$ cat config.mk
export PLATFORM = sky130hd
export DESIGN_NAME = sdram_mux_top
export DESIGN_NICKNAME = d
export VERILOG_FILES = /design/src/design/mem_pkg.sv /design/src/design/sdram_mux_top.sv /design/src/design/bank_port.sv /design/src/design/slot_arbiter.sv /design/src/design/slot_cache.sv
export SDC_FILE = /design/constraint.sdc
export NUM_CORES = 1
export LEC_CHECK = 0
export BUFFER_PORTS_ARGS = -buffer_cell sky130_fd_sc_hd__buf_2
export CORE_ASPECT_RATIO = 0.9
export CORE_MARGIN = 1
export CORE_UTILIZATION = 45
export DETAILED_ROUTE_END_ITERATION = 12
export GPL_ROUTABILITY_DRIVEN = 0
export PLACE_DENSITY = 0.72
export SETUP_SLACK_MARGIN = 0.15
export SLEW_MARGIN = 10
export SYNTH_ARGS = -nofsm -noshare
export SYNTH_HDL_FRONTEND = slang
export SYNTH_SLANG_ARGS = --single-unit
$ cat constraint.sdc
create_clock -name clk -period 5.65 [get_ports clk]
set_input_delay 1.695 -clock clk [delete_from_list [all_inputs] [get_ports clk]]
set_output_delay 1.695 -clock clk [all_outputs]
set_load 0.03 [all_outputs]
$ cat src/design/mem_pkg.sv
//********************
// Shared types and constants of the SDRAM slot layer.
// Fixed at four 16-bit slots on one bank. Every RTL file
// imports this package in its module header.
//********************
package mem_pkg;

    localparam int NUM_SLOTS = 4;

    typedef logic [1:0]  slot_id_t;   // Slot index
    typedef logic [21:0] mem_addr_t;  // SDRAM word address
    typedef logic [14:0] slot_addr_t; // Slot-local word address
    typedef logic [15:0] mem_data_t;
    typedef logic [1:0]  wr_mask_t;   // One active-low bit per byte

    // Fixed base of each slot inside the bank
    localparam mem_addr_t SLOT_OFFSET [NUM_SLOTS] = '{
        22'h10_0000,  // CPU work RAM
        22'h00_0000,  // Char ROM
        22'h00_8000,  // Scroll 1 ROM
        22'h01_0000   // Scroll 2 ROM
    };

    // Request from a slot towards the bank
    typedef struct packed {
        slot_id_t   slot;
        slot_addr_t addr;
        logic       we;
        mem_data_t  din;
        wr_mask_t   mask;
    } bank_cmd_t;

    // Response routed back to the owning slot
    typedef struct packed {
        slot_id_t  slot;
        mem_data_t data;
    } bank_rsp_t;

    // Four-phase handshake states of the bank port
    typedef enum logic [1:0] {
        IDLE,
        REQ,
        RELEASE
    } port_state_t;

endpackage
$ cat src/design/sdram_mux_top.sv
//********************
// Top of the slot layer.
// Four slot caches share one SDRAM bank through the
// arbiter and the bank port. Slot 0 is the CPU RAM.
//********************
`timescale 1ns/1ps

module sdram_mux_top import mem_pkg::*; (
    input  logic                 clk,
    input  logic                 rst_n,

    // Clients
    input  logic [NUM_SLOTS-1:0] cs,
    input  slot_addr_t           addr [NUM_SLOTS],
    output mem_data_t            dout [NUM_SLOTS],
    output logic [NUM_SLOTS-1:0] ok,
    input  logic                 ram_wen,
    input  mem_data_t            ram_din,
    input  wr_mask_t             ram_mask,

    // SDRAM controller
    output logic                 sdram_req,
    output logic                 sdram_we,
    output mem_addr_t            sdram_addr,
    output mem_data_t            sdram_din,
    output wr_mask_t             sdram_mask,
    input  logic                 sdram_ack,
    input  mem_data_t            sdram_rdata
);

    logic [NUM_SLOTS-1:0] pend;
    logic [NUM_SLOTS-1:0] grant;
    bank_cmd_t            slot_cmds [NUM_SLOTS];
    logic                 cmd_valid;
    logic                 cmd_ready;
    bank_cmd_t            cmd;
    logic                 rsp_valid;
    bank_rsp_t            rsp;

    for (genvar i = 0; i < NUM_SLOTS; i++) begin : g_slot
        slot_cache #(
            .SLOT      ( slot_id_t'(i)                    )
        ) slot_cache_inst (
            .clk       ( clk                              ),
            .rst_n     ( rst_n                            ),
            .cs        ( cs[i]                            ),
            .wen       ( (i == 0) ? ram_wen  : 1'b0       ), // ROM slots never write
            .addr      ( addr[i]                          ),
            .din       ( (i == 0) ? ram_din  : mem_data_t'(0) ),
            .mask      ( (i == 0) ? ram_mask : wr_mask_t'('1) ),
            .dout      ( dout[i]                          ),
            .ok        ( ok[i]                            ),
            .pend      ( pend[i]                          ),
            .req_cmd   ( slot_cmds[i]                     ),
            .grant     ( grant[i]                         ),
            .rsp_valid ( rsp_valid                        ),
            .rsp       ( rsp                              )
        );
    end

    slot_arbiter slot_arbiter_inst (
        .clk       ( clk       ),
        .rst_n     ( rst_n     ),
        .pend      ( pend      ),
        .slot_cmds ( slot_cmds ),
        .grant     ( grant     ),
        .cmd_valid ( cmd_valid ),
        .cmd       ( cmd       ),
        .cmd_ready ( cmd_ready )
    );

    bank_port bank_port_inst (
        .clk         ( clk         ),
        .rst_n       ( rst_n       ),
        .cmd_valid   ( cmd_valid   ),
        .cmd         ( cmd         ),
        .cmd_ready   ( cmd_ready   ),
        .rsp_valid   ( rsp_valid   ),
        .rsp         ( rsp         ),
        .sdram_req   ( sdram_req   ),
        .sdram_we    ( sdram_we    ),
        .sdram_addr  ( sdram_addr  ),
        .sdram_din   ( sdram_din   ),
        .sdram_mask  ( sdram_mask  ),
        .sdram_ack   ( sdram_ack   ),
        .sdram_rdata ( sdram_rdata )
    );

endmodule

$ cat src/design/bank_port.sv
//********************
// Bank side of the slot layer.
// Takes one command, adds the slot base address and runs
// the four-phase req/ack exchange with the SDRAM controller.
// The response goes back tagged with the slot id.
//********************
`timescale 1ns/1ps

module bank_port import mem_pkg::*; (
    input  logic      clk,
    input  logic      rst_n,
    input  logic      cmd_valid,
    input  bank_cmd_t cmd,
    output logic      cmd_ready,
    output logic      rsp_valid,
    output bank_rsp_t rsp,
    output logic      sdram_req,
    output logic      sdram_we,
    output mem_addr_t sdram_addr,
    output mem_data_t sdram_din,
    output wr_mask_t  sdram_mask,
    input  logic      sdram_ack,
    input  mem_data_t sdram_rdata
);

    port_state_t state;
    logic        take;
    logic        done;

    assign cmd_ready = (state == IDLE);
    assign take      = cmd_valid && cmd_ready;
    assign done      = (state == REQ) && sdram_ack;

    always_ff @(posedge clk) begin
        if (!rst_n) begin
            state     <= IDLE;
            sdram_req <= 1'b0;
            rsp_valid <= 1'b0;
        end else begin
            rsp_valid <= 1'b0;
            case (state)
                IDLE: begin
                    if (cmd_valid) begin
                        sdram_req <= 1'b1;
                        state     <= REQ;
                    end
                end
                REQ: begin
                    if (sdram_ack) begin  // rdata valid with ack
                        sdram_req <= 1'b0;
                        rsp_valid <= 1'b1;
                        state     <= RELEASE;
                    end
                end
                RELEASE: begin
                    // Next req only after ack is seen low
                    if (!sdram_ack) begin
                        state <= IDLE;
                    end
                end
                default: state <= IDLE;
            endcase
        end
    end

    // Bus payload stays stable while req is high
    always_ff @(posedge clk) begin
        if (take) begin
            sdram_addr <= SLOT_OFFSET[cmd.slot] + mem_addr_t'(cmd.addr);
            sdram_we   <= cmd.we;
            sdram_din  <= cmd.din;
            sdram_mask <= cmd.mask;
            rsp.slot   <= cmd.slot;
        end
        if (done) begin
            rsp.data <= sdram_rdata;  // Merged word on a write
        end
    end

endmodule

$ cat src/design/slot_arbiter.sv
//********************
// Round-robin arbiter over the slot caches.
// Grants one pending slot at a time and keeps its
// command in a one-entry register until the bank port takes it.
//********************
`timescale 1ns/1ps

module slot_arbiter import mem_pkg::*; (
    input  logic                 clk,
    input  logic                 rst_n,
    input  logic [NUM_SLOTS-1:0] pend,
    input  bank_cmd_t            slot_cmds [NUM_SLOTS],
    output logic [NUM_SLOTS-1:0] grant,
    output logic                 cmd_valid,
    output bank_cmd_t            cmd,
    input  logic                 cmd_ready
);

    slot_id_t             last;     // Last winner
    slot_id_t             win;
    slot_id_t             idx;
    logic                 found;
    logic [NUM_SLOTS-1:0] eligible;
    logic                 load;

    // A slot still seeing its grant keeps pend for one more cycle
    assign eligible = pend & ~grant;

    // First eligible slot after the last winner
    always_comb begin
        win   = last;
        found = 1'b0;
        for (int i = 1; i <= NUM_SLOTS; i++) begin
            idx = slot_id_t'(last + slot_id_t'(i));
            if (!found && eligible[idx]) begin
                win   = idx;
                found = 1'b1;
            end
        end
    end

    assign load = found && (!cmd_valid || cmd_ready);

    always_ff @(posedge clk) begin
        if (!rst_n) begin
            grant     <= '0;
            cmd_valid <= 1'b0;
            last      <= '0;
        end else begin
            grant <= '0;  // One-cycle pulse
            if (load) begin
                grant[win] <= 1'b1;
                cmd_valid  <= 1'b1;
                last       <= win;
            end else if (cmd_ready) begin
                cmd_valid <= 1'b0;
            end
        end
    end

    always_ff @(posedge clk) begin
        if (load) begin
            cmd <= slot_cmds[win];
        end
    end

endmodule

$ cat src/design/slot_cache.sv
//********************
// One client slot with a single-entry cache.
// Holds the last address and data; a match raises ok,
// a miss or a write posts a command for the arbiter.
//********************
`timescale 1ns/1ps

module slot_cache import mem_pkg::*; #(
    parameter slot_id_t SLOT = '0
) (
    input  logic       clk,
    input  logic       rst_n,
    input  logic       cs,
    input  logic       wen,
    input  slot_addr_t addr,
    input  mem_data_t  din,
    input  wr_mask_t   mask,
    output mem_data_t  dout,
    output logic       ok,
    output logic       pend,
    output bank_cmd_t  req_cmd,
    input  logic       grant,
    input  logic       rsp_valid,
    input  bank_rsp_t  rsp
);

    logic       valid;
    logic       wait_rsp;   // Granted and waiting for its response
    logic       wr_done;    // Current write already finished
    slot_addr_t cache_addr;
    mem_data_t  merged;
    logic       match;
    logic       hit;
    logic       rsp_hit;
    logic       fill_ok;

    assign match   = valid && (cache_addr == addr);
    assign hit     = match && (!wen || wr_done);  // Writes hit only once done
    assign rsp_hit = rsp_valid && (rsp.slot == SLOT);
    assign fill_ok = rsp_hit && (req_cmd.addr == addr) && (req_cmd.we || !wen);

    // Bytes with a low mask bit take the written data
    assign merged[15:8] = (req_cmd.we && !req_cmd.mask[1]) ? req_cmd.din[15:8] : rsp.data[15:8];
    assign merged[7:0]  = (req_cmd.we && !req_cmd.mask[0]) ? req_cmd.din[7:0]  : rsp.data[7:0];

    always_ff @(posedge clk) begin
        if (!rst_n) begin
            valid    <= 1'b0;
            wait_rsp <= 1'b0;
            wr_done  <= 1'b0;
            pend     <= 1'b0;
            ok       <= 1'b0;
        end else begin
            ok <= cs && (hit || fill_ok);
            if (grant) begin
                pend     <= 1'b0;
                wait_rsp <= 1'b1;
            end else if (cs && !hit && !pend && !wait_rsp) begin
                pend <= 1'b1;
            end
            if (rsp_hit) begin
                valid    <= 1'b1;
                wait_rsp <= 1'b0;
                wr_done  <= req_cmd.we;
            end else begin
                // Cleared once the client leaves the finished write
                wr_done <= wr_done && cs && wen && (addr == cache_addr);
            end
        end
    end

    // Payload registers
    always_ff @(posedge clk) begin
        if (cs && !hit && !pend && !wait_rsp) begin
            req_cmd <= '{slot: SLOT, addr: addr, we: wen, din: din, mask: mask};
        end
        if (rsp_hit) begin
            cache_addr <= req_cmd.addr;
            dout       <= merged;
        end
    end

endmodule

==> metrics.txt <==
outcome=complete, no violations; register area share after synthesis=between 70% and 80%; Die ar.=between 20000 and 30000 um2; worst vdd ir=~0.00024 V; Hold Crit Class=reg -> reg; FFs w/ async S/R, synth=0%; Clock Root Buffer=clkbuf_16; post-cts sizing count=0; synth top area cells=edfxtp_1 72%, xnor2_1 6.3%, dfxtp_1 4.6%, mux2i_1 3.8%, xor2_1 2.3%; Power Total=just over 7 mW; synth unique cells=between 50 and 60; crit path max fanout=8; CTS Buffer Depth=3; Wirelength per Cell=a little over 20 um; met3 WL=about 1400 um; type of origin of the critical path=input port; Synth Area in Simple Gates=6.11%; std cell rows=57; CP Class=in -> reg; Syn Area/Cell=17.9 um2; I/O pin count=about 210; final WL=around 27000 um; clock slew at reported path FFs=around 0.060 ns; fin crit period=3.12 ns; Starting DRT DRC Count=567; Post-CTS Setup Inserts=0; clk sinks=322; Leak=roughly 5.4 nW; fmax=roughly 0.32 GHz; final setup violation count=0; post-synth top area share=71.8%; Netlist Area Pre-Place=12300 um2; Final Net Count=around 1000; die height=approximately 160 um; Period Utilization, post-route=55.3%; GRT Total Usage=about 20%; detailed placement HPWL=18800 um; H-tree levels=2; DRT antenna net count=0; layout cells sized above 1=31.8%; mux share of post-synthesis cell area=under 10%; Max Slew Vio Count=0; met2 wire length=~13000 um; DR top layer=met4; total grt overflow=0; main combinational cell family by area after synthesis=XOR/XNOR gates; max_cap viols=0; Post-synth top cells=294 x edfxtp_1, 89 x xnor2_1, 47 x mux2i_1; Syn. warnings=0; core area=roughly 27000 um2; number of enable flip-flop cells after synthesis=294; Post-Synth Adder-Cell Area=0%; Die X=about 180 um; TNS Setup=0 ns; first drt pass iteration count=6; M1 WL=between 10000 and 15000 um; Final Hold Fails=0; CTS tree=done; clk_lat worst skew=0.50 ns; Critical Path AT=roughly 3.3 ns; first-pass GRT wire length=between 40000 and 50000 um; Tightest Pin Transition=about 1.2 ns; Initial Util=a little under half; Yosys top cell by area=edfxtp_1; CP Capture Type=flop; # port buffers=approximately 210; cell with the most instances after synthesis=edfxtp_1; Syn-to-layout area delta=20.5%; largest net degree at the start of global routing=37; Hold-fix buffers, CTS=0; Mapped Cells=689; Synth Area in XOR/XNOR=8.61%; DRC viols=0; antenna violations before repair=2; vias post-DR=6615; vias in the first global route=about 7000; fraction of the mapped netlist area in compound gates=under 10%; total CTS buffers=35; Vias/cell=about 5.1; worst endpoint required time=between 5 and 6 ns; top_reg_cell synth=edfxtp_1; power density over the cells=roughly 480 nW/um2; FF+latch count, synth=322; skew final=about 0.025 ns; fillers=2203; Max-slew headroom=19.7%; unrepaired setup endpoints after global routing=false
[path summary, 6_finish.rpt]
kind	cells past startpoint	slack, ns	to	start
setup / recovery	7	2.53	g_slot[3].slot_cache_inst.req_cmd[22]$_DFFE_PP_	addr[11]
hold / removal	0	0.41	bank_port_inst.sdram_addr[5]$_DFFE_PP_	slot_arbiter_inst.cmd[24]$_DFFE_PP_
setup reg to reg	4	3.11	slot_arbiter_inst.cmd[20]$_DFFE_PP_	slot_arbiter_inst.last[1]$_SDFFE_PN0P_
hold reg to reg	0	0.41	bank_port_inst.sdram_addr[5]$_DFFE_PP_	slot_arbiter_inst.cmd[24]$_DFFE_PP_
[cell type report]
cell class              instances  area [um2]  share of cell area (%)
clock inverters                16         169                    1.14
flip-flops and latches        322        9390                    63.3
inverters                       9        38.8                   0.262
well taps                     354         443                    2.99
diodes                          2        5.00                  0.0338
multi-input cells             342        2740                    18.5
clock buffers                  46         927                    6.25
repair buffers                217        1110                    7.49
[logic make-up (layout without fill, tap and decap cells)]
logic type      after synthesis  count (layout)
xor+xnor                    121             121
mux                          63              63
flops                       322             322
other cells                   1               6
compound gates               27              27
simple gates                127             127
buf+inv                      28             288
[sequential cells by signal, summed over array words and instances, names as in the netlist, 2 cells and up]
name	count
bank_port_inst.rsp	18
bank_port_inst.sdram_addr	18
bank_port_inst.sdram_din	16
bank_port_inst.sdram_mask	2
bank_port_inst.state	2
g_slot.slot_cache_inst.cache_addr	60
g_slot.slot_cache_inst.dout	64
g_slot.slot_cache_inst.ok	4
g_slot.slot_cache_inst.pend	4
g_slot.slot_cache_inst.req_cmd	79
g_slot.slot_cache_inst.valid	4
g_slot.slot_cache_inst.wait_rsp	4
slot_arbiter_inst.cmd	36
slot_arbiter_inst.grant	4
slot_arbiter_inst.last	2
[metal layers]
metal,vias to the layer above,GRT usage [%]
li1,3072,-
met1,3269,27.8
met2,219,30.8
met3,55,2.95
met4,0,7.11
met5,-,0
[critical path, cell delays in order]
cell and delay [ns]:
buf_2 0.13, xnor2_1 0.12, nand4_1 0.12, nor4_1 0.08, nor3b_1 0.23, nor2b_1 0.65, buf_4 0.30
[placed cells by master (no fill, tap or decap), types with 4 or more instances in the layout]
master / netlist / final
edfxtp_1: 294 / 294
buf_2: 1 / 207
xnor2_1: 89 / 89
mux2i_1: 47 / 47
clkbuf_16: 0 / 35
xor2_1: 32 / 32
dfxtp_1: 28 / 28
nor2_1: 29 / 26
nand4_1: 25 / 25
nor2b_1: 23 / 22
mux2_2: 16 / 16
nor4_1: 12 / 12
clkbuf_1: 2 / 10
buf_4: 9 / 10
inv_1: 7 / 7
nand2_1: 7 / 7
o21ai_0: 6 / 6
o211a_1: 6 / 6
clkinv_1: 0 / 5
nor3_1: 4 / 4
conb_1: 1 / 4
clkinv_2: 0 / 4
[stage by stage]
step	setup WS, ns	area, um2	utilization, %	hold slack [ns]	cells
6_report	2.53	14800	55.0	0.407	1308
5_1_grt	2.39	14800	55.0	0.423	1308
4_1_cts	2.47	14800	55.0	0.417	1306
3_5_place_dp	1.99	13700	50.9	0.405	1244
3_3_place_gp	1.97	13700	50.9	0.401	1244
2_1_floorplan	1.84	12300	-	0.400	692
[power breakdown]
| part | switching (mW) | total (mW) | internal [mW] |
|---|---|---|---|
| Sequential | 0.229 | 3.44 | 3.21 |
| Clock | 0.888 | 2.19 | 1.30 |
| Combinational | 0.936 | 1.43 | 0.490 |
(Power assumes the default switching activity.)
